**src/rtl/aer_config.svh**
```systemverilog
`ifndef AER_CONFIG_SVH
`define AER_CONFIG_SVH

// spike vector geometry
`define AER_WORD_WIDTH 16

// the word is split into lanes, one lane per tile column
`define AER_LANES 4
`define AER_LANE_WIDTH 4

// picture number wraps at this width
`define AER_PIC_NUM_WIDTH 10

`endif

```
**src/rtl/aer_pkg.sv**
```systemverilog
`default_nettype none

`include "aer_config.svh"

package aer_pkg;

    typedef logic [`AER_WORD_WIDTH-1:0] spike_word_t;

    // pending spikes of one lane
    typedef logic [`AER_LANE_WIDTH-1:0] lane_mask_t;

    // tile x/y, also lane number and bit offset inside a lane
    typedef logic [$clog2(`AER_LANE_WIDTH)-1:0] coord_t;

    typedef logic [`AER_PIC_NUM_WIDTH-1:0] pic_num_t;

    typedef struct packed {
        pic_num_t pic_num;
        coord_t   x;
        coord_t   y;
    } aer_event_t;

    typedef struct packed {
        logic   valid;
        coord_t offset;
    } lane_req_t;

    typedef enum logic [1:0] {
        LOAD_IDLE,
        LOAD_SCAN,
        LOAD_WRITEBACK
    } loader_state_e;

endpackage

`default_nettype wire

```
**src/rtl/spike_word_loader.sv**
```systemverilog
`timescale 1ns/1ps
`default_nettype none

`include "aer_config.svh"

module spike_word_loader import aer_pkg::*; (
    input  wire                              clk,
    input  wire                              rstn,
    input  wire                              spike_valid,
    input  wire spike_word_t                 spike_word,
    input  wire                              timestep_clear,
    input  wire                              drained,
    output logic                             lane_load,
    output lane_mask_t [`AER_LANES-1:0]      lane_mask,
    output pic_num_t                         pic_num,
    output logic                             busy,
    output logic                             word_done
);

    loader_state_e state_q;
    loader_state_e state_d;
    spike_word_t   word_q;
    logic          accept;
    logic          in_idle;
    logic          in_writeback;

    assign in_idle      = (state_q == LOAD_IDLE);
    assign in_writeback = (state_q == LOAD_WRITEBACK);

    // strobes outside idle are dropped
    assign accept = in_idle && spike_valid;
    assign busy   = !in_idle;

    always_comb begin
        state_d = state_q;
        case (state_q)
            LOAD_IDLE: begin
                if (spike_valid) begin
                    state_d = LOAD_SCAN;
                end
            end
            LOAD_SCAN: begin
                // lanes still hold the old masks while the load pulse is out
                if (!lane_load && drained) begin
                    state_d = LOAD_WRITEBACK;
                end
            end
            LOAD_WRITEBACK: begin
                state_d = LOAD_IDLE;
            end
            default: begin
                state_d = LOAD_IDLE;
            end
        endcase
    end

    always_ff @(posedge clk or negedge rstn) begin
        if (!rstn) begin
            state_q   <= LOAD_IDLE;
            lane_load <= 1'b0;
            word_done <= 1'b0;
        end else begin
            state_q   <= state_d;
            lane_load <= accept;
            word_done <= in_writeback;
        end
    end

    // one picture per accepted word, cleared between timesteps
    always_ff @(posedge clk or negedge rstn) begin
        if (!rstn) begin
            pic_num <= '0;
        end else if (in_writeback) begin
            pic_num <= pic_num + 1'b1;
        end else if (in_idle && timestep_clear) begin
            pic_num <= '0;
        end
    end

    always_ff @(posedge clk) begin
        if (accept) begin
            word_q <= spike_word;
        end
    end

    // lane i takes bits 4i..4i+3, so lane number is x and offset is y
    always_comb begin
        for (int i = 0; i < `AER_LANES; i++) begin
            lane_mask[i] = word_q[i*`AER_LANE_WIDTH +: `AER_LANE_WIDTH];
        end
    end

endmodule

`default_nettype wire

```
**src/rtl/spike_lane_encoder.sv**
```systemverilog
`timescale 1ns/1ps
`default_nettype none

`include "aer_config.svh"

module spike_lane_encoder import aer_pkg::*; (
    input  wire             clk,
    input  wire             rstn,
    input  wire             lane_load,
    input  wire lane_mask_t lane_mask,
    input  wire             lane_grant,
    output lane_req_t       lane_req
);

    lane_mask_t pending;
    coord_t     low_idx;

    // lowest pending bit goes out first
    always_comb begin
        low_idx = '0;
        for (int i = `AER_LANE_WIDTH - 1; i >= 0; i--) begin
            if (pending[i]) begin
                low_idx = coord_t'(i);
            end
        end
    end

    assign lane_req = '{valid: |pending, offset: low_idx};

    always_ff @(posedge clk or negedge rstn) begin
        if (!rstn) begin
            pending <= '0;
        end else if (lane_load) begin
            pending <= lane_mask;
        end else if (lane_grant) begin
            // retire the bit that was just sent
            pending <= pending & ~(lane_mask_t'(1) << low_idx);
        end
    end

endmodule

`default_nettype wire

```
**src/rtl/event_serializer.sv**
```systemverilog
`timescale 1ns/1ps
`default_nettype none

`include "aer_config.svh"

module event_serializer import aer_pkg::*; (
    input  wire                              clk,
    input  wire                              rstn,
    input  wire lane_req_t [`AER_LANES-1:0]  lane_req,
    input  wire pic_num_t                    pic_num,
    output logic [`AER_LANES-1:0]            lane_grant,
    output logic                             event_valid,
    output aer_event_t                       event_out,
    output logic                             drained
);

    logic   any_req;
    coord_t sel_lane;
    coord_t sel_offset;

    // fixed priority, lane 0 wins
    // lower lanes hold lower bit indices, so order stays ascending
    always_comb begin
        any_req    = 1'b0;
        sel_lane   = '0;
        sel_offset = '0;
        for (int i = `AER_LANES - 1; i >= 0; i--) begin
            if (lane_req[i].valid) begin
                any_req    = 1'b1;
                sel_lane   = coord_t'(i);
                sel_offset = lane_req[i].offset;
            end
        end
    end

    always_comb begin
        lane_grant = '0;
        if (any_req) begin
            lane_grant[sel_lane] = 1'b1;
        end
    end

    assign drained = !any_req;

    always_ff @(posedge clk or negedge rstn) begin
        if (!rstn) begin
            event_valid <= 1'b0;
        end else begin
            event_valid <= any_req;
        end
    end

    // x from the lane, y from the bit inside it
    always_ff @(posedge clk) begin
        if (any_req) begin
            event_out <= '{pic_num: pic_num, x: sel_lane, y: sel_offset};
        end
    end

endmodule

`default_nettype wire

```
**src/rtl/aer_encoder_top.sv**
```systemverilog
`timescale 1ns/1ps
`default_nettype none

`include "aer_config.svh"

module aer_encoder_top import aer_pkg::*; (
    input  wire              clk,
    input  wire              rstn,
    input  wire              spike_valid,
    input  wire spike_word_t spike_word,
    input  wire              timestep_clear,
    output logic             busy,
    output logic             event_valid,
    output aer_event_t       event_out,
    output logic             word_done
);

    logic                          lane_load;
    lane_mask_t [`AER_LANES-1:0]   lane_mask;
    pic_num_t                      pic_num;
    lane_req_t  [`AER_LANES-1:0]   lane_req;
    logic       [`AER_LANES-1:0]   lane_grant;
    logic                          drained;

    spike_word_loader u_loader (
        .clk            (clk),
        .rstn           (rstn),
        .spike_valid    (spike_valid),
        .spike_word     (spike_word),
        .timestep_clear (timestep_clear),
        .drained        (drained),
        .lane_load      (lane_load),
        .lane_mask      (lane_mask),
        .pic_num        (pic_num),
        .busy           (busy),
        .word_done      (word_done)
    );

    // one encoder per tile column
    for (genvar g = 0; g < `AER_LANES; g++) begin : g_lane
        spike_lane_encoder u_lane (
            .clk        (clk),
            .rstn       (rstn),
            .lane_load  (lane_load),
            .lane_mask  (lane_mask[g]),
            .lane_grant (lane_grant[g]),
            .lane_req   (lane_req[g])
        );
    end

    event_serializer u_serializer (
        .clk         (clk),
        .rstn        (rstn),
        .lane_req    (lane_req),
        .pic_num     (pic_num),
        .lane_grant  (lane_grant),
        .event_valid (event_valid),
        .event_out   (event_out),
        .drained     (drained)
    );

endmodule

`default_nettype wire

```
**config.mk**
```make
export PLATFORM = sky130hd
export DESIGN_NAME = aer_encoder_top
export DESIGN_NICKNAME = d
export VERILOG_FILES = /design/src/rtl/aer_pkg.sv /design/src/rtl/spike_word_loader.sv /design/src/rtl/spike_lane_encoder.sv /design/src/rtl/event_serializer.sv /design/src/rtl/aer_encoder_top.sv
export VERILOG_INCLUDE_DIRS = /design/src /design/src/rtl
export SDC_FILE = /design/constraint.sdc
export NUM_CORES = 1
export LEC_CHECK = 0
export BUFFER_PORTS_ARGS = -buffer_cell sky130_fd_sc_hd__buf_2
export CORE_ASPECT_RATIO = 1.1
export CORE_MARGIN = 5
export CORE_UTILIZATION = 50
export DETAILED_ROUTE_END_ITERATION = 7
export GPL_TIMING_DRIVEN = 0
export HOLD_SLACK_MARGIN = 0.1
export PLACE_DENSITY = 0.74
export REMOVE_ABC_BUFFERS = 1
export SYNTH_ARGS = -nofsm -noshare
export SYNTH_HDL_FRONTEND = slang
export SYNTH_SLANG_ARGS = --single-unit
```
**constraint.sdc**
```tcl
create_clock -name clk -period 2.25 [get_ports clk]
set_input_delay 0.225 -clock clk [delete_from_list [all_inputs] [get_ports clk]]
set_output_delay 0.225 -clock clk [all_outputs]
set_load 0.03 [all_outputs]
```
==> impl_metrics.env, run 1 <==
export IMPL_status="finished clean"
export IMPL_p_comb_share_pct=27.7
export IMPL_firstDrtPassIters=4
export IMPL_cts_resized=0
export IMPL_switching_share_pct=33.9
export IMPL_cts_tree="done"
export IMPL_layout_setup_ws_ns=0.293
export IMPL_core_um2=4720
export IMPL_p_per_area_nw_per_um2=1280
export IMPL_power_share_sequential_pct=45.0
export IMPL_finish_utilization_pct=65.4
export IMPL_crit_type="register to register"
export IMPL_yosys_area_top_type="edfxtp_1"
export IMPL_min_period_ns=1.96
export IMPL_grt_max_degree=33
export IMPL_cp_start_kind="register"
export IMPL_vias_per_cell=5.26
export IMPL_hold_viol=0
export IMPL_power_switching_mw=1.34
export IMPL_p_clk_share_pct=27.2
export IMPL_hp_class="input port to register"
export IMPL_synth_top_area_share_pct=36.7
export IMPL_setup_viol=0
export IMPL_max_freq_mhz=511
export IMPL_cts_path_max_buffers=2
export IMPL_period_share_pct=87.0
export IMPL_drtAntennaViolNets=0
export IMPL_min_delay_start="spike_valid"
export IMPL_synth_cells=186
export IMPL_clkLatencyLatePin_ns=0.33
export IMPL_cts_buffers=9
export IMPL_synth_edf_count=30
export IMPL_post_drt_wl_per_cell_um=14.0
export IMPL_internal_power_mw=2.62
export IMPL_htree_levels=3
export IMPL_final_common_cell="buf_2"
export IMPL_finClkSkew_ns=0.0102
export IMPL_cts_sinks=61
export IMPL_antenna_found_initial=0
export IMPL_synth_cell_types=35
export IMPL_fin_setup_tns_ns=0
export IMPL_layout_common_cells="buf_2 (36), dfrtp_1 (31), edfxtp_1 (30)"
export IMPL_worstReg2RegStart="g_lane[3].u_lane.pending[2]$_DFFE_PN0P_"
export IMPL_drtIter0Drc=109
export IMPL_syn2layout_area_growth_pct=25.7
export IMPL_regArea_um2=1680
export IMPL_multi_input_area_um2=742
export IMPL_fp_dieArea_um2=6410
export IMPL_track_usage_pct=14.3
export IMPL_pin_count=37
export IMPL_ir_drop_uv=845
export IMPL_relSlewSlack_pct=43.6
export IMPL_initial_core_util_pct=52.0
export IMPL_nFillCells=328
export IMPL_path_max_fanout=17
export IMPL_grt_pass1_wl_mm=7.36
export IMPL_synth_top_flop_cell="dfrtp_1"
export IMPL_yosysSeqAreaShare_pct=68.3
export IMPL_gr_total_overflow=0
export IMPL_p_leak_nw=1.32
export IMPL_cts_root_buf="clkbuf_8"
export IMPL_drc=0
export IMPL_n_antenna_cell=0
export IMPL_clkTransAtPathRegs_ns=0.06
export IMPL_cap_viol_max_count=0
export IMPL_layout_drive_gt1_share_pct=25.5
export IMPL_finalNetCount=267
export IMPL_ys_seq_elements=61
export IMPL_ys_warn_count=0
export IMPL_critPathLaunch="g_lane[3].u_lane.pending[2]$_DFFE_PN0P_"
export IMPL_port_buffers=36
export IMPL_grt_pass1_vias=1619
export IMPL_drv_slew=0
export IMPL_globalplace_congestion=0.748
export IMPL_holdWs_ns=0.177
export IMPL_row_count=26
export IMPL_die_y_um=83.5
export IMPL_wl_mm=4.29
export IMPL_async_reset_ff_share_pct=50.8
export IMPL_place_worst_setup_slack_ns=0.271
export IMPL_synth_area_per_cell_um2=13.2
export IMPL_cp_arrival_ns=2.19
export IMPL_tightest_slew_ns=0.846
export IMPL_crit_required_ns=2.48
export IMPL_synth_area_um2=2450
export IMPL_synth_area_top_cells="edfxtp_1 (37%), dfrtp_1 (32%), nand2_1 (4.3%)"
export IMPL_die_x_um=76.8
export IMPL_vias=1615
export IMPL_dp_hpwl_mm=2.79
export IMPL_rsz0062_at_grt="false"
export IMPL_end_kind="register"
-- state kept, by name (all words and copies together), names as in the netlist --
signal / count
g_lane.u_lane.pending: 16
u_loader.lane_load: 1
u_loader.lane_mask: 16
u_loader.pic_num: 10
u_loader.state_q: 2
u_loader.word_done: 1
u_serializer.event_out: 14
u_serializer.event_valid: 1
-- logic make-up (layout without fill, tap and decap cells) --
| group | after synthesis | count (layout) | share of synthesized area (%) |
|---|---|---|---|
| AOI/OAI and AO/OA | 44 | 44 | 11.8 |
| adders and majority gates | 1 | 1 | 0.510 |
| buffers and inverters | 9 | 74 | 1.43 |
| DFF | 61 | 61 | 68.3 |
| muxes | 6 | 6 | 2.60 |
| and+or+nand+nor | 65 | 65 | 15.3 |
-- cell type report --
class | count | area share (%)
clock inverters | 4 | 2.27
clock buffers | 12 | 5.03
repair buffers | 53 | 11.4
inverters | 5 | 0.609
flip-flops and latches | 61 | 54.4
well taps | 56 | 2.27
multi-input cells | 116 | 24.1
-- repair_timing --
| item | 4_1_cts | 5_1_grt |
|---|---|---|
| hold buffers | 17 | 0 |
| setup buffers | 0 | 0 |
| hold endpoints to repair | 47 | 0 |
-- cells in the mapped netlist (3+ instances only) --
cell type,number
dfrtp_1,31
edfxtp_1,30
nand2_1,28
o21ai_0,13
nor2_1,12
a21oi_1,7
o31ai_1,7
inv_1,5
nand3_1,5
o21ai_1,5
nand4_1,4
clkbuf_1,3
mux2_2,3
mux2i_1,3
nor4_4,3
-- power groups by stage --
stage                     combinational [mW]  clock [mW]  sequential [mW]
after floorplan                        0.652           0             1.93
after global placement                  1.06           0             1.78
after detailed placement                1.08           0             1.80
after CTS                               1.11        1.10             1.78
after global routing                    1.23        1.14             1.82
final                                   1.10        1.08             1.78
-- path summary, 6_finish.rpt --
path	depth (start not counted)	end	slack [ns]
setup reg to reg	3	u_loader.state_q[1]$_DFFE_PN0P_	0.29
min in group asynchronous	2	g_lane[1].u_lane.pending[0]$_DFFE_PN0P_	0.49
max in group asynchronous	2	u_loader.state_q[0]$_DFFE_PN0P_	1.31
setup / recovery	3	u_loader.state_q[1]$_DFFE_PN0P_	0.29
hold / removal	3	u_loader.state_q[0]$_DFFE_PN0P_	0.18
hold reg to reg	2	g_lane[0].u_lane.pending[2]$_DFFE_PN0P_	0.45
-- metal layers --
metal | GRT usage, % | vias up | wire (um)
met5 | 0 | - | 0
met1 | 18.7 | 751 | 1960
met4 | 6.68 | 0 | 68
met2 | 22.0 | 41 | 2060
met3 | 3.78 | 7 | 205
li1 | - | 816 | -
-- metrics by stage --
stage	instance area (um2)	power, mW	cells
2_1_floorplan	2440	2.58	182
4_1_cts	3080	3.99	307
3_3_place_gp	2690	2.84	274
5_1_grt	3080	4.19	307
3_5_place_dp	2690	2.89	274
6_report	3080	3.96	307
-- worst max-delay path, cell delays in order, from the launching register on --
cell and delay [ns]:
dfrtp_1 0.45, nor4_1 0.46, nand4_2 0.57, nor4b_2 0.38
Note: power is estimated with default switching activity, not from simulation.
==> run 2, diff against run 1 <==
--- a/config.mk
+++ b/config.mk
@@ -7,13 +7,16 @@
 export NUM_CORES = 1
 export LEC_CHECK = 0
 export BUFFER_PORTS_ARGS = -buffer_cell sky130_fd_sc_hd__buf_2
+export CELL_PAD_IN_SITES_DETAIL_PLACEMENT = 1
+export CELL_PAD_IN_SITES_GLOBAL_PLACEMENT = 2
 export CORE_ASPECT_RATIO = 1.1
 export CORE_MARGIN = 5
-export CORE_UTILIZATION = 50
+export CORE_UTILIZATION = 38
 export DETAILED_ROUTE_END_ITERATION = 7
 export GPL_TIMING_DRIVEN = 0
 export HOLD_SLACK_MARGIN = 0.1
-export PLACE_DENSITY = 0.74
+export PLACE_DENSITY = 0.79
+export RECOVER_POWER = 25
 export REMOVE_ABC_BUFFERS = 1
 export SYNTH_ARGS = -nofsm -noshare
 export SYNTH_HDL_FRONTEND = slang
==> run 2 against run 1 <==
Net effect:
- flip-flop and latch count did not move
- first-iteration DRC count fell by 59%
- critical path depth stayed put
- routed wire length up 11%
- worst hold slack got worse by 0.019 ns
- via count grew 1.5%
- critical path type unchanged
- critical endpoint unchanged
- largest power group unchanged
==> impl_metrics.env, run 2 (synthesized netlist as in run 1, its figures left out) <==
export IMPL_cp_arrival_ns=2.18
export IMPL_ir_drop_uv=539
export IMPL_cts_root_buf="clkbuf_8"
export IMPL_antenna_found_initial=0
export IMPL_grt_max_degree=33
export IMPL_p_clk_share_pct=22.7
export IMPL_port_buffers=36
export IMPL_die_x_um=86.6
export IMPL_finalNetCount=267
export IMPL_row_count=30
export IMPL_crit_required_ns=2.49
export IMPL_p_comb_share_pct=29.5
export IMPL_die_y_um=94.3
export IMPL_power_share_sequential_pct=47.7
export IMPL_layout_common_cells="buf_2 (35), dfrtp_1 (31), edfxtp_1 (30)"
export IMPL_path_max_fanout=17
export IMPL_min_period_ns=1.95
export IMPL_drv_slew=0
export IMPL_clkTransAtPathRegs_ns=0.07
export IMPL_status="finished clean"
export IMPL_crit_type="register to register"
export IMPL_p_per_area_nw_per_um2=1220
export IMPL_wl_mm=4.76
export IMPL_cts_buffers=9
export IMPL_cts_tree="done"
export IMPL_vias=1640
export IMPL_cp_start_kind="register"
export IMPL_slowest_stage="nand4_2"
export IMPL_grt_pass1_wl_mm=8.13
export IMPL_grt_pass1_vias=1722
export IMPL_postLayoutCellArea_um2=3060
export IMPL_core_um2=6230
export IMPL_vias_per_cell=4.95
export IMPL_internal_power_mw=2.36
export IMPL_hold_viol=0
export IMPL_period_share_pct=86.5
export IMPL_max_freq_mhz=514
export IMPL_cts_sinks=61
export IMPL_n_antenna_cell=0
export IMPL_crit_chain="nor4_4 -> nand4_2 -> nor4b_2"
export IMPL_drc=0
export IMPL_syn2layout_area_growth_pct=24.9
export IMPL_initial_core_util_pct=39.4
export IMPL_firstDrtPassIters=4
export IMPL_gr_total_overflow=0
export IMPL_drtAntennaViolNets=0
export IMPL_final_common_cell="buf_2"
export IMPL_fin_setup_tns_ns=0
export IMPL_globalplace_congestion=0.749
export IMPL_rsz0062_at_grt="false"
export IMPL_finClkSkew_ns=0.00972
export IMPL_hp_class="input port to register"
export IMPL_cap_viol_max_count=0
export IMPL_drtIter0Drc=45
export IMPL_cts_setup_buffers=0
export IMPL_place_area_um2=2720
export IMPL_setup_viol=0
export IMPL_relSlewSlack_pct=41.1
export IMPL_pin_count=37
export IMPL_fp_dieArea_um2=8170
export IMPL_p_leak_nw=1.29
export IMPL_switching_share_pct=37.0
export IMPL_layout_drive_gt1_share_pct=25.9
export IMPL_cts_path_max_buffers=2
export IMPL_htree_levels=3
export IMPL_tightest_slew_ns=0.883
export IMPL_post_drt_wl_per_cell_um=14.4
export IMPL_power_switching_mw=1.39
export IMPL_clkLatencyLatePin_ns=0.33
export IMPL_worst_path_largest_cell_delay_ns=0.55
export IMPL_track_usage_pct=13.3
export IMPL_end_kind="register"
export IMPL_dp_hpwl_mm=3.24
[run 2: worst max-delay path: cells and delay by family (launching register included)]
family           cells  cell delay (ns)
and+or+nand+nor      3             1.42
DFF                  1             0.44
[run 2: final timing paths]
check                                                        start                                       to  slack [ns]  depth (start not counted)
max                        g_lane[0].u_lane.pending[1]$_DFFE_PN0P_          u_loader.state_q[1]$_DFFE_PN0P_        0.30                          3
min                                                    spike_valid          u_loader.state_q[0]$_DFFE_PN0P_        0.16                          3
max reg2reg                g_lane[0].u_lane.pending[1]$_DFFE_PN0P_          u_loader.state_q[1]$_DFFE_PN0P_        0.30                          3
min reg2reg                        u_loader.lane_mask[9]$_DFFE_PP_  g_lane[2].u_lane.pending[1]$_DFFE_PN0P_        0.45                          2
max in group asynchronous                                     rstn          u_loader.pic_num[7]$_DFFE_PN0P_        1.21                          2
min in group asynchronous                                     rstn       u_serializer.event_valid$_DFF_PN0_        0.52                          2
[run 2: stage by stage]
step,worst slack (ns),cells,power (mW),util [%],hold slack [ns]
2_1_floorplan,0.596,182,2.58,-,-0.0706
3_3_place_gp,0.342,298,2.88,43.6,0.325
3_5_place_dp,0.263,298,2.93,43.6,0.329
4_1_cts,0.258,331,3.82,49.2,0.140
5_1_grt,0.0537,331,4.03,49.2,0.165
6_report,0.305,331,3.75,49.2,0.158
[run 2: area by class of cell]
cell class,count,area [um2]
Multi-Input combinational cell,116,742
Sequential cell,61,1680
Tap cell,80,100
Clock buffer,10,138
Timing Repair Buffer,53,350
Inverter,5,18.8
Clock inverter,6,38.8
Fill cell,686,3170
[run 2: metal layers]
layer | global-route usage, % | routed length, um
met3 | 4.56 | 252
met1 | 15.6 | 2160
met4 | 7.01 | 101
met5 | 0 | 0
met2 | 21.1 | 2250
[run 2: power groups by stage]
stage / clock network (mW) / registers (mW) / logic [mW]
floorplan: 0 / 1.93 / 0.652
global placement: 0 / 1.80 / 1.08
detailed placement: 0 / 1.82 / 1.11
CTS: 0.886 / 1.80 / 1.14
global route: 0.946 / 1.84 / 1.24
finish: 0.852 / 1.79 / 1.11
[run 2: timing repair]
action / CTS / global route
hold buffers: 17 / 0
gates resized for setup: 0 / 0
endpoints found under the hold margin: 47 / 0
==> run 3, diff against run 2 <==
--- a/config.mk
+++ b/config.mk
@@ -10,12 +10,13 @@
 export CELL_PAD_IN_SITES_DETAIL_PLACEMENT = 1
 export CELL_PAD_IN_SITES_GLOBAL_PLACEMENT = 2
 export CORE_ASPECT_RATIO = 1.1
-export CORE_MARGIN = 5
-export CORE_UTILIZATION = 38
+export CORE_UTILIZATION = 40
+export CTS_BUF_LIST = sky130_fd_sc_hd__clkbuf_4
 export DETAILED_ROUTE_END_ITERATION = 7
+export GPL_ROUTABILITY_DRIVEN = 0
 export GPL_TIMING_DRIVEN = 0
 export HOLD_SLACK_MARGIN = 0.1
-export PLACE_DENSITY = 0.79
+export PLACE_DENSITY = 0.82
 export RECOVER_POWER = 25
 export REMOVE_ABC_BUFFERS = 1
 export SYNTH_ARGS = -nofsm -noshare
==> run 3 against run 2 <==
Net effect:
- combinational power about the same
- power down 3.9%
- cell area down 1.3%
- routed wire length down 3.1%
- flip-flop and latch count unchanged
- die area down 21%
- sequential share of layout area up 0.75 points
- fmax up 0.30%
- via count up 0.61%
- critical path type unchanged
==> impl_metrics.env, run 3 (synthesized netlist as in run 1, its figures left out) <==
export IMPL_track_usage_pct=16.6
export IMPL_p_clk_share_pct=19.8
export IMPL_grt_pass1_vias=1733
export IMPL_max_freq_mhz=516
export IMPL_ir_drop_uv=534
export IMPL_htree_levels=3
export IMPL_layout_common_cells="buf_2 (35), dfrtp_1 (31), edfxtp_1 (30)"
export IMPL_final_common_cell="buf_2"
export IMPL_cts_sinks=61
export IMPL_grt_max_degree=33
export IMPL_hold_viol=0
export IMPL_p_comb_share_pct=30.6
export IMPL_clkTransAtPathRegs_ns=0.10
export IMPL_die_x_um=76.7
export IMPL_r2r_cells=3
export IMPL_rsz0062_at_grt="false"
export IMPL_antenna_found_initial=0
export IMPL_grt_pass1_wl_mm=8.04
export IMPL_pin_count=37
export IMPL_end_kind="register"
export IMPL_clkLatencyLatePin_ns=0.40
export IMPL_finClkSkew_ns=0.0122
export IMPL_p_per_area_nw_per_um2=1190
export IMPL_tightest_slew_ns=0.891
export IMPL_relSlewSlack_pct=40.6
export IMPL_initial_core_util_pct=42.0
export IMPL_path_max_fanout=17
export IMPL_cts_buffers=9
export IMPL_gr_total_overflow=0
export IMPL_finalNetCount=268
export IMPL_hold_path_depth=4
export IMPL_cts_tree="done"
export IMPL_reg2reg_to="u_loader.state_q[1]$_DFFE_PN0P_"
export IMPL_core_um2=5840
export IMPL_switching_share_pct=36.9
export IMPL_fin_setup_tns_ns=0
export IMPL_status="finished clean"
export IMPL_setup_viol=0
export IMPL_power_share_sequential_pct=49.6
export IMPL_internal_power_mw=2.27
export IMPL_vias_per_cell=5.02
export IMPL_fp_dieArea_um2=6450
export IMPL_row_count=29
export IMPL_period_share_pct=86.2
export IMPL_cp_start_kind="register"
export IMPL_port_buffers=36
export IMPL_crit_required_ns=2.56
export IMPL_cap_viol_max_count=0
export IMPL_vias=1650
export IMPL_cts_root_buf="clkbuf_4"
export IMPL_layout_drive_gt1_share_pct=24.6
export IMPL_drc=0
export IMPL_worstHoldEndpoint="u_loader.pic_num[8]$_DFFE_PN0P_"
export IMPL_post_drt_wl_per_cell_um=14.0
export IMPL_worstReg2RegStart="g_lane[0].u_lane.pending[1]$_DFFE_PN0P_"
export IMPL_crit_type="register to register"
export IMPL_cp_arrival_ns=2.25
export IMPL_total_power_mw=3.60
export IMPL_drtIter0Drc=69
export IMPL_wl_mm=4.62
export IMPL_hp_class="input port to register"
export IMPL_power_switching_mw=1.33
export IMPL_die_y_um=84.1
export IMPL_min_period_ns=1.94
export IMPL_drtAntennaViolNets=0
export IMPL_cts_path_max_buffers=2
export IMPL_r2r_setup_slack_ns=0.31
export IMPL_firstDrtPassIters=4
export IMPL_p_leak_nw=1.27
export IMPL_dp_hpwl_mm=3.06
export IMPL_n_antenna_cell=0
export IMPL_min_delay_start="timestep_clear"
export IMPL_cts_setup_buffers=0
export IMPL_syn2layout_area_growth_pct=23.2
export IMPL_drv_slew=0
[run 3: cell types whose count changed in the layout (fill, tap and decap cells not counted)]
| cell | previous run | this run |
|---|---|---|
| bufinv_16 | 0 | 1 |
| clkbuf_4 | 0 | 10 |
| clkinv_1 | 0 | 3 |
| clkbuf_8 | 10 | 0 |
| clkinv_4 | 1 | 0 |
| dlygate4sd3_1 | 17 | 18 |
| clkinv_2 | 3 | 1 |
| clkinvlp_4 | 2 | 1 |
[run 3: final cells by class]
cell class                 count  area [um2]
multi-input combinational    116         742
sequential                    61        1680
clock inverter                 6        53.8
timing repair buffer          54         360
tap                           77        96.3
inverter                       5        18.8
clock buffer                  10        75.1
fill                         635        2820
[run 3: routing by layer]
metal | part of all wire (%) | up-vias | GRT usage, %
met5 | 0 | - | 0
met4 | 2.7 | 0 | 10.5
met3 | 3.3 | 10 | 3.48
met2 | 50 | 35 | 27.4
met1 | 44 | 790 | 19.8
li1 | - | 815 | -
[run 3: how the worst max path moves through the flow]
stage                                 endpoint                                    start  cells past startpoint
3_3_place_gp   u_loader.state_q[1]$_DFFE_PN0P_  g_lane[3].u_lane.pending[2]$_DFFE_PN0P_                      3
5_1_grt        u_loader.state_q[1]$_DFFE_PN0P_  g_lane[0].u_lane.pending[1]$_DFFE_PN0P_                      3
3_5_place_dp   u_loader.state_q[1]$_DFFE_PN0P_  g_lane[0].u_lane.pending[1]$_DFFE_PN0P_                      3
2_1_floorplan  u_loader.state_q[1]$_DFFE_PN0P_  g_lane[0].u_lane.pending[1]$_DFFE_PN0P_                      3
6_report       u_loader.state_q[1]$_DFFE_PN0P_  g_lane[0].u_lane.pending[1]$_DFFE_PN0P_                      3
4_1_cts        u_loader.state_q[1]$_DFFE_PN0P_  g_lane[0].u_lane.pending[1]$_DFFE_PN0P_                      3
[run 3: through the flow]
stage | utilization [%] | cell area (um2) | cells | setup WS [ns] | hold slack, ns
6_report | 51.7 | 3020 | 329 | 0.311 | 0.223
5_1_grt | 51.7 | 3020 | 329 | 0.145 | 0.256
4_1_cts | 51.7 | 3020 | 329 | 0.266 | 0.208
3_5_place_dp | 46.5 | 2710 | 295 | 0.277 | 0.325
3_3_place_gp | 46.5 | 2710 | 295 | 0.325 | 0.318
2_1_floorplan | - | 2440 | 182 | 0.596 | -0.0706
[run 3: power by group through the flow]
stage	Clock [mW]	Combinational, mW	Sequential (mW)
after global placement	0	1.08	1.80
final	0.713	1.10	1.79
after detailed placement	0	1.09	1.82
after floorplan	0	0.652	1.93
after CTS	0.741	1.12	1.79
after global routing	0.786	1.21	1.83
[run 3: repair_timing]
| action | 4_1_cts | 5_1_grt |
|---|---|---|
| gates resized for setup | 0 | 0 |
| setup endpoints to repair | 0 | 0 |
| hold endpoints to repair | 48 | 0 |
| hold buffers | 18 | 0 |
[run 3: critical path, cell delays in order, from the launching register on]
cell	delay, ns
dfrtp_1	0.46
nor4_4	0.48
nand4_2	0.54
nor4b_2	0.38
